==> src/verilog/reqrsp_axi_pkg.sv <==
// Shared widths, depths and AXI encodings, imported by the adapter RTL and its testbench.
`default_nettype none

package reqrsp_axi_pkg;

    // Bus widths, equal on the reqrsp and AXI sides.
    localparam int ADDR_W = 32;
    localparam int DATA_W = 32;
    localparam int STRB_W = DATA_W / 8;
    localparam int ID_W   = 4;

    // Low address bits that select a byte within one bus word.
    localparam int ALIGN_LSB = $clog2(STRB_W);

    // Write queue geometry.
    localparam int WQ_DEPTH = 2;
    localparam int WQ_PTR_W = (WQ_DEPTH > 1) ? $clog2(WQ_DEPTH) : 1;
    localparam int WQ_CNT_W = $clog2(WQ_DEPTH + 1);

    // Reads that may be outstanding without an R response.
    localparam int NUM_PENDING = 4;
    localparam int PEND_W      = $clog2(NUM_PENDING + 1);

    // Fixed burst attributes, since every transfer is a single full-width beat.
    localparam logic [7:0] AXI_LEN        = 8'd0;
    localparam logic [2:0] AXI_SIZE       = 3'(ALIGN_LSB);
    localparam logic [1:0] AXI_BURST_INCR = 2'b01;

    // AXI response codes on B and R.
    typedef enum logic [1:0] {
        RESP_OKAY   = 2'b00,
        RESP_EXOKAY = 2'b01,
        RESP_SLVERR = 2'b10,
        RESP_DECERR = 2'b11
    } axi_resp_e;

    // Response channel served by the merge stage.
    typedef enum logic {
        ARB_B = 1'b0,
        ARB_R = 1'b1
    } arb_sel_e;

endpackage

`default_nettype wire

==> src/verilog/wq_if.sv <==
// Write-queue push port from the request decoder into the W beat generator.
`timescale 1ns/1ps
`default_nettype none

interface wq_if
    import reqrsp_axi_pkg::*;
();

    // Push strobe, one entry per accepted write.
    logic              push;

    // Payload of the pushed entry.
    logic [DATA_W-1:0] data;
    logic [STRB_W-1:0] strb;

    // Back-pressure from the queue.
    logic              full;

    // Decoder side.
    modport producer (
        output push,
        output data,
        output strb,
        input  full
    );

    // W stage side.
    modport consumer (
        input  push,
        input  data,
        input  strb,
        output full
    );

endinterface

`default_nettype wire

==> src/verilog/req_decode.sv <==
// Request decode stage, steering reqrsp requests onto AXI AW or AR and counting open reads.
`timescale 1ns/1ps
`default_nettype none

module req_decode
    import reqrsp_axi_pkg::*;
(
    input  wire logic              clk_i,
    input  wire logic              rst_ni,
    input  wire logic              q_valid_i,
    input  wire logic              q_write_i,
    input  wire logic [ADDR_W-1:0] q_addr_i,
    input  wire logic [DATA_W-1:0] q_data_i,
    input  wire logic [STRB_W-1:0] q_strb_i,
    input  wire logic [ID_W-1:0]   q_id_i,
    input  wire logic              aw_ready_i,
    input  wire logic              ar_ready_i,
    input  wire logic              read_done_i,
    output logic                   q_ready_o,
    output logic                   aw_valid_o,
    output logic      [ADDR_W-1:0] aw_addr_o,
    output logic      [ID_W-1:0]   aw_id_o,
    output logic                   ar_valid_o,
    output logic      [ADDR_W-1:0] ar_addr_o,
    output logic      [ID_W-1:0]   ar_id_o,
    output logic                   reads_pending_o,
    wq_if.producer                 wq
);

    logic [PEND_W-1:0] pend_cnt_q;
    logic [ADDR_W-1:0] addr_aligned;
    logic              read_room;
    logic              read_accept;

    // Clear the byte offset so the beat covers the whole bus word.
    assign addr_aligned = {q_addr_i[ADDR_W-1:ALIGN_LSB], {ALIGN_LSB{1'b0}}};

    assign read_room = pend_cnt_q < PEND_W'(NUM_PENDING);

    // Writes need a free queue slot, reads need room in the pending count.
    assign aw_valid_o = q_valid_i & q_write_i & ~wq.full;
    assign ar_valid_o = q_valid_i & ~q_write_i & read_room;

    assign aw_addr_o = addr_aligned;
    assign aw_id_o   = q_id_i;
    assign ar_addr_o = addr_aligned;
    assign ar_id_o   = q_id_i;

    always_comb begin
        if (q_write_i) begin
            q_ready_o = aw_ready_i & ~wq.full;
        end else begin
            q_ready_o = ar_ready_i & read_room;
        end
    end

    // The write payload enters the queue together with the AW handshake.
    assign wq.push = q_valid_i & q_ready_o & q_write_i;
    assign wq.data = q_data_i;
    assign wq.strb = q_strb_i;

    assign read_accept = q_valid_i & q_ready_o & ~q_write_i;

    // Count reads issued on AR but not yet answered on R.
    always_ff @(posedge clk_i or negedge rst_ni) begin
        if (!rst_ni) begin
            pend_cnt_q <= '0;
        end else if (read_accept && !read_done_i) begin
            pend_cnt_q <= pend_cnt_q + 1'b1;
        end else if (!read_accept && read_done_i) begin
            pend_cnt_q <= pend_cnt_q - 1'b1;
        end
    end

    assign reads_pending_o = |pend_cnt_q;

endmodule

`default_nettype wire

==> src/verilog/w_beat_gen.sv <==
// W channel stage, buffering write data and strobes and issuing one W beat per write.
`timescale 1ns/1ps
`default_nettype none

module w_beat_gen
    import reqrsp_axi_pkg::*;
(
    input  wire logic              clk_i,
    input  wire logic              rst_ni,
    input  wire logic              w_ready_i,
    wq_if.consumer                 wq,
    output logic                   w_valid_o,
    output logic      [DATA_W-1:0] w_data_o,
    output logic      [STRB_W-1:0] w_strb_o,
    output logic                   w_last_o
);

    logic [DATA_W-1:0]   data_mem [WQ_DEPTH];
    logic [STRB_W-1:0]   strb_mem [WQ_DEPTH];
    logic [WQ_PTR_W-1:0] wr_ptr_q;
    logic [WQ_PTR_W-1:0] rd_ptr_q;
    logic [WQ_CNT_W-1:0] count_q;
    logic                push;
    logic                pop;

    function automatic logic [WQ_PTR_W-1:0] ptr_next(input logic [WQ_PTR_W-1:0] ptr);
        if (ptr == WQ_PTR_W'(WQ_DEPTH - 1)) begin
            return '0;
        end
        return ptr + 1'b1;
    endfunction

    assign wq.full = count_q == WQ_CNT_W'(WQ_DEPTH);

    assign push = wq.push & ~wq.full;
    assign pop  = w_valid_o & w_ready_i;

    // Storage for queued beats.
    always_ff @(posedge clk_i) begin
        if (push) begin
            data_mem[wr_ptr_q] <= wq.data;
            strb_mem[wr_ptr_q] <= wq.strb;
        end
    end

    always_ff @(posedge clk_i or negedge rst_ni) begin
        if (!rst_ni) begin
            wr_ptr_q <= '0;
            rd_ptr_q <= '0;
            count_q  <= '0;
        end else begin
            if (push) begin
                wr_ptr_q <= ptr_next(wr_ptr_q);
            end
            if (pop) begin
                rd_ptr_q <= ptr_next(rd_ptr_q);
            end
            // Simultaneous push and pop leave the fill level alone.
            if (push && !pop) begin
                count_q <= count_q + 1'b1;
            end else if (pop && !push) begin
                count_q <= count_q - 1'b1;
            end
        end
    end

    // Head of the queue drives W until it is taken.
    assign w_valid_o = count_q != '0;
    assign w_data_o  = data_mem[rd_ptr_q];
    assign w_strb_o  = strb_mem[rd_ptr_q];

    // Single-beat bursts only.
    assign w_last_o = 1'b1;

endmodule

`default_nettype wire

==> src/verilog/rsp_merge.sv <==
// Response stage, merging AXI B and R onto the reqrsp response channel with fair tie-breaking.
`timescale 1ns/1ps
`default_nettype none

module rsp_merge
    import reqrsp_axi_pkg::*;
(
    input  wire logic              clk_i,
    input  wire logic              rst_ni,
    input  wire logic              b_valid_i,
    input  wire logic [ID_W-1:0]   b_id_i,
    input  wire axi_resp_e         b_resp_i,
    input  wire logic              r_valid_i,
    input  wire logic [ID_W-1:0]   r_id_i,
    input  wire logic [DATA_W-1:0] r_data_i,
    input  wire axi_resp_e         r_resp_i,
    input  wire logic              p_ready_i,
    input  wire logic              reads_pending_i,
    output logic                   b_ready_o,
    output logic                   r_ready_o,
    output logic                   p_valid_o,
    output logic      [ID_W-1:0]   p_id_o,
    output logic      [DATA_W-1:0] p_data_o,
    output logic                   p_error_o,
    output logic                   read_done_o
);

    arb_sel_e arb_q;
    arb_sel_e held_q;
    arb_sel_e sel;
    logic     hold_q;
    logic     r_avail;
    logic     tie;

    // R only counts while a read is outstanding.
    assign r_avail = r_valid_i & reads_pending_i;
    assign tie     = b_valid_i & r_avail;

    // A stalled response keeps its channel until it is accepted.
    always_comb begin
        if (hold_q) begin
            sel = held_q;
        end else if (tie) begin
            sel = arb_q;
        end else if (r_avail) begin
            sel = ARB_R;
        end else begin
            sel = ARB_B;
        end
    end

    assign p_valid_o = b_valid_i | r_avail;

    always_comb begin
        b_ready_o = 1'b0;
        r_ready_o = 1'b0;
        if (sel == ARB_R) begin
            p_id_o    = r_id_i;
            p_data_o  = r_data_i;
            p_error_o = r_resp_i != RESP_OKAY;
            r_ready_o = r_avail & p_ready_i;
        end else begin
            p_id_o    = b_id_i;
            p_data_o  = '0;
            p_error_o = b_resp_i != RESP_OKAY;
            b_ready_o = b_valid_i & p_ready_i;
        end
    end

    assign read_done_o = r_valid_i & r_ready_o;

    always_ff @(posedge clk_i or negedge rst_ni) begin
        if (!rst_ni) begin
            arb_q  <= ARB_B;
            held_q <= ARB_B;
            hold_q <= 1'b0;
        end else begin
            hold_q <= p_valid_o & ~p_ready_i;
            held_q <= sel;
            // Next tie goes to the channel that lost this one.
            if (tie && p_ready_i) begin
                arb_q <= (sel == ARB_B) ? ARB_R : ARB_B;
            end
        end
    end

endmodule

`default_nettype wire

==> src/verilog/reqrsp_to_axi.sv <==
// Top level of the reqrsp to AXI4 adapter, with plain reqrsp and AXI manager ports.
`timescale 1ns/1ps
`default_nettype none

module reqrsp_to_axi
    import reqrsp_axi_pkg::*;
(
    input  wire logic              clk_i,
    input  wire logic              rst_ni,

    // Reqrsp request channel.
    input  wire logic              q_valid_i,
    output logic                   q_ready_o,
    input  wire logic              q_write_i,
    input  wire logic [ADDR_W-1:0] q_addr_i,
    input  wire logic [DATA_W-1:0] q_data_i,
    input  wire logic [STRB_W-1:0] q_strb_i,
    input  wire logic [ID_W-1:0]   q_id_i,

    // Reqrsp response channel.
    output logic                   p_valid_o,
    input  wire logic              p_ready_i,
    output logic      [ID_W-1:0]   p_id_o,
    output logic      [DATA_W-1:0] p_data_o,
    output logic                   p_error_o,

    // AXI write address.
    output logic                   aw_valid_o,
    input  wire logic              aw_ready_i,
    output logic      [ADDR_W-1:0] aw_addr_o,
    output logic      [ID_W-1:0]   aw_id_o,
    output logic      [7:0]        aw_len_o,
    output logic      [2:0]        aw_size_o,
    output logic      [1:0]        aw_burst_o,

    // AXI write data.
    output logic                   w_valid_o,
    input  wire logic              w_ready_i,
    output logic      [DATA_W-1:0] w_data_o,
    output logic      [STRB_W-1:0] w_strb_o,
    output logic                   w_last_o,

    // AXI write response.
    input  wire logic              b_valid_i,
    output logic                   b_ready_o,
    input  wire logic [ID_W-1:0]   b_id_i,
    input  wire axi_resp_e         b_resp_i,

    // AXI read address.
    output logic                   ar_valid_o,
    input  wire logic              ar_ready_i,
    output logic      [ADDR_W-1:0] ar_addr_o,
    output logic      [ID_W-1:0]   ar_id_o,
    output logic      [7:0]        ar_len_o,
    output logic      [2:0]        ar_size_o,
    output logic      [1:0]        ar_burst_o,

    // AXI read data.
    input  wire logic              r_valid_i,
    output logic                   r_ready_o,
    input  wire logic [ID_W-1:0]   r_id_i,
    input  wire logic [DATA_W-1:0] r_data_i,
    input  wire axi_resp_e         r_resp_i
);

    logic read_done;
    logic reads_pending;

    wq_if u_wq ();

    // Every burst is one full-width incrementing beat.
    assign aw_len_o   = AXI_LEN;
    assign aw_size_o  = AXI_SIZE;
    assign aw_burst_o = AXI_BURST_INCR;
    assign ar_len_o   = AXI_LEN;
    assign ar_size_o  = AXI_SIZE;
    assign ar_burst_o = AXI_BURST_INCR;

    req_decode u_decode (
        .clk_i           (clk_i),
        .rst_ni          (rst_ni),
        .q_valid_i       (q_valid_i),
        .q_write_i       (q_write_i),
        .q_addr_i        (q_addr_i),
        .q_data_i        (q_data_i),
        .q_strb_i        (q_strb_i),
        .q_id_i          (q_id_i),
        .aw_ready_i      (aw_ready_i),
        .ar_ready_i      (ar_ready_i),
        .read_done_i     (read_done),
        .q_ready_o       (q_ready_o),
        .aw_valid_o      (aw_valid_o),
        .aw_addr_o       (aw_addr_o),
        .aw_id_o         (aw_id_o),
        .ar_valid_o      (ar_valid_o),
        .ar_addr_o       (ar_addr_o),
        .ar_id_o         (ar_id_o),
        .reads_pending_o (reads_pending),
        .wq              (u_wq)
    );

    w_beat_gen u_w_beat (
        .clk_i     (clk_i),
        .rst_ni    (rst_ni),
        .w_ready_i (w_ready_i),
        .wq        (u_wq),
        .w_valid_o (w_valid_o),
        .w_data_o  (w_data_o),
        .w_strb_o  (w_strb_o),
        .w_last_o  (w_last_o)
    );

    rsp_merge u_merge (
        .clk_i           (clk_i),
        .rst_ni          (rst_ni),
        .b_valid_i       (b_valid_i),
        .b_id_i          (b_id_i),
        .b_resp_i        (b_resp_i),
        .r_valid_i       (r_valid_i),
        .r_id_i          (r_id_i),
        .r_data_i        (r_data_i),
        .r_resp_i        (r_resp_i),
        .p_ready_i       (p_ready_i),
        .reads_pending_i (reads_pending),
        .b_ready_o       (b_ready_o),
        .r_ready_o       (r_ready_o),
        .p_valid_o       (p_valid_o),
        .p_id_o          (p_id_o),
        .p_data_o        (p_data_o),
        .p_error_o       (p_error_o),
        .read_done_o     (read_done)
    );

endmodule

`default_nettype wire

==> config.mk <==
export PLATFORM = sky130hd
export DESIGN_NAME = reqrsp_to_axi
export DESIGN_NICKNAME = d
export VERILOG_FILES = /design/src/verilog/reqrsp_axi_pkg.sv /design/src/verilog/wq_if.sv /design/src/verilog/req_decode.sv /design/src/verilog/w_beat_gen.sv /design/src/verilog/rsp_merge.sv /design/src/verilog/reqrsp_to_axi.sv
export SDC_FILE = /design/constraint.sdc
export NUM_CORES = 1
export LEC_CHECK = 0
export BUFFER_PORTS_ARGS = -buffer_cell sky130_fd_sc_hd__buf_2
export CAP_MARGIN = 20
export CORE_AREA = 2 2 117 119
export DETAILED_ROUTE_END_ITERATION = 6
export DIE_AREA = 0 0 119 121
export GPL_TIMING_DRIVEN = 0
export PLACE_DENSITY = 0.69
export SETUP_SLACK_MARGIN = 0.1
export SLEW_MARGIN = 25
export SYNTH_ARGS = -nofsm -noshare
export SYNTH_HDL_FRONTEND = slang
export SYNTH_SLANG_ARGS = --single-unit
==> constraint.sdc <==
create_clock -name clk_i -period 4.38 [get_ports clk_i]
set_input_delay 0.219 -clock clk_i [delete_from_list [all_inputs] [get_ports clk_i]]
set_output_delay 0.219 -clock clk_i [all_outputs]
set_load 0.01 [all_outputs]
==> results by group <==
Status
  • Status: completed

GRT
  • Largest net degree at the start of global routing: 21
  • Vias in the first global route: 3044
  • Grt total ovfl: 0
  • Antenna violations before repair: 1
  • Total GRT Usage: 0.148
  • Global-route wire length before repair: 16300 µm

Detailed routing
  • DRT antenna net count: 0
  • Pre-antenna DRT Iters: 4
  • Vias per cell: 4.06
  • Routed length per instance: 14.5 µm
  • Vias after detailed routing: 3127
  • Detailed Route WL: 11200 µm
  • Initial detailed-routing violation count: 137
  • DRC errors left: 0

Synth
  • Synthesis-stage register bit count: 82
  • Post-Syn Instances: 310
  • Ys Warns: 0
  • Post-Syn Area: 4220 µm²
  • Post-synthesis sequential area ratio: 0.571
  • Post-synth cell types: 29
  • Syn_area_per_cell: 13.6 µm²

Placed design
  • # port buffers: 237
  • Placed insts: 754
  • DP HPWL: 9300 µm
  • Gpl congestion: 0.771

Power and ir drop
  • Combinational share of power: 0.357
  • VDD IR max: 0.336 mV
  • Internal power: 1890 µW
  • Clock power frac: 0.277
  • Switching share of total power: 0.312
  • NetSw: 857 µW
  • Sequential Power Share: 0.365
  • Power Density: 448 nW/µm²
  • Leakage Power: 0.00295 µW

Layout
  • Nets: 719
  • Most common cell after layout, fill and taps aside: buf_2
  • Most frequent cells in the layout: 242 x buf_2, 99 x buf_4, 72 x edfxtp_1, 37 x mux2_2, 33 x and2_1
  • Fin cells: 771
  • Antenna cell count: 0
  • Share of cells above drive strength 1: 0.684
  • Area grow syn2layout: 45.1%

Floorplanning
  • Die area: 14400 µm²
  • Placeable Area: 13100 µm²
  • Starting Density: 0.323
  • Row count: 42
  • Die X: 119 µm
  • Die Ht: 121 µm
  • Io pins: 305

STA
  • Achievable Freq: 475 MHz
  • Clock Skews: 4.02 ps
  • Max-slew headroom: 0.600
  • Fin. max-slew vios: 0
  • RSZ-0062 raised after global routing: false
  • Tcrit/Tclk final: 0.481
  • Worst slew pin tran: 598 ps
  • Post-Route Setup TNS: 0 ps
  • Final setup fails: 0
  • Final Hold Fails: 0
  • Final hold slack: 70.6 ps
  • Period minus WS final: 2110 ps

Flow run
  • Max Cap Viol: 0

Clocking
  • Skew-Pair Late Insertion Delay: 330 ps
  • Num CTS Buffers: 9
  • Root buf cell: clkbuf_16
  • Post-CTS Setup Inserts: 0
  • CTS Buffer Depth: 2
  • Clk sink count: 82
  • CTS tree: built
  • H-tree depth: 3
  • Worst-path clk slew: 60 ps

Critical path
  • Element type at the critical path end: output port
  • Crit path required time: 4160 ps
  • Worst EP arrival: 1890 ps
  • CP Launch Type: register
  • WS Path Type: reg2out
  • Largest fanout on the critical path: 10

Hold path
  • Class of the worst hold path: in2reg
==> state kept, by name (all words and copies together), names as in the netlist <==
signal               count
u_w_beat.count_q         2
u_w_beat.wr_ptr_q        1
u_decode.pend_cnt_q      3
u_merge.arb_q            1
u_w_beat.data_mem       64
u_merge.held_q           1
u_w_beat.rd_ptr_q        1
u_merge.hold_q           1
u_w_beat.strb_mem        8
==> through the flow <==
step	cell area (µm²)	power, µW	utilization	worst slack (ps)
after floorplan	4330	1640	-	1690
after global placement	5740	1970	0.439	637
after detailed placement	5810	2010	0.444	2290
after CTS	6130	2780	0.469	2260
after global routing	6130	2890	0.469	2170
final	6130	2750	0.469	2270
==> worst max-delay path: stages (launching register included) <==
cell and delay, ps:
dfrtp_1 450, o31ai_4 400, o31ai_4 100, buf_6 160, mux2_4 310, buf_2 140
==> Yosys cell counts, drive strengths merged <==
| library cell | number | area [µm²] |
|---|---|---|
| mux2 | 41 | 477 |
| xnor2 | 4 | 35.0 |
| nand3 | 1 | 5.00 |
| nand2 | 3 | 11.3 |
| xor2 | 4 | 35.0 |
| nand2b | 2 | 12.5 |
| a32o | 1 | 10.0 |
| nor2b | 2 | 12.5 |
| buf | 106 | 791 |
| o31a | 1 | 8.76 |
| o31ai | 3 | 50.1 |
| o21ai | 3 | 15.0 |
| nor2 | 8 | 30.0 |
| dfrtp | 10 | 250 |
| fa | 1 | 20.0 |
| and3 | 3 | 18.8 |
| or2 | 1 | 6.26 |
| nand4 | 1 | 6.26 |
| conb | 2 | 7.51 |
| inv | 4 | 15.0 |
| clkbuf | 1 | 3.75 |
| edfxtp | 72 | 2160 |
| mux2i | 1 | 10.0 |
| and2 | 33 | 206 |
| ha | 2 | 25.0 |
==> cell families after synthesis <==
family / count (synthesis) / share of synthesized area
other cells: 2 / 0.00178
xor+xnor: 8 / 0.0166
mux: 42 / 0.115
simple gates: 54 / 0.0732
fa+ha+maj: 3 / 0.0107
compound gates: 8 / 0.0198
buf+inv: 111 / 0.192
flops: 82 / 0.571
==> routing by layer <==
metal / vias to the layer above / track usage / wire length (µm)
li1: 1496 / - / -
met1: 1433 / 0.166 / 4020
met2: 177 / 0.241 / 5620
met3: 19 / 0.0724 / 1270
met4: 2 / 0.0640 / 294
met5: - / 0 / 13
==> worst paths after layout <==
| path | start | endpoint | slack, ps | cells past startpoint |
|---|---|---|---|---|
| max | u_decode.pend_cnt_q[2] | p_id_o[1] | 2270 | 5 |
| min | q_data_i[29] | u_w_beat.data_mem[0][29] | 70 | 1 |
| max reg2reg | u_w_beat.count_q[0] | u_w_beat.data_mem[0][21] | 2310 | 4 |
| min reg2reg | u_w_beat.count_q[1] | u_w_beat.count_q[1] | 520 | 1 |
| max in group asynchronous | rst_ni | u_decode.pend_cnt_q[2] | 3890 | 2 |
| min in group asynchronous | rst_ni | u_merge.hold_q | 300 | 2 |
==> final cells by class <==
cell class | instances | area, µm²
fillers | 1149 | 6950
flip-flops and latches | 82 | 2410
clock inverters | 7 | 86.3
multi-input cells | 146 | 1130
well taps | 176 | 220
plain buffers | 107 | 795
repair buffers | 240 | 1250
inverters | 4 | 15.0
clock buffers | 9 | 225
==> power by group through the flow <==
stage          combinational [µW]  sequential, µW  clock (µW)
2_1_floorplan                 631            1010           0
6_report                      982            1000         762
3_5_place_dp                  988            1020           0
3_3_place_gp                  954            1020           0
5_1_grt                      1060            1010         812
4_1_cts                       993            1000         781
==> repair_timing <==
action / CTS / global route
resized for setup: 0 / 0
hold buffers: 1 / 0
endpoints found under the hold margin: 10 / 0
(Power assumes the default switching activity.)
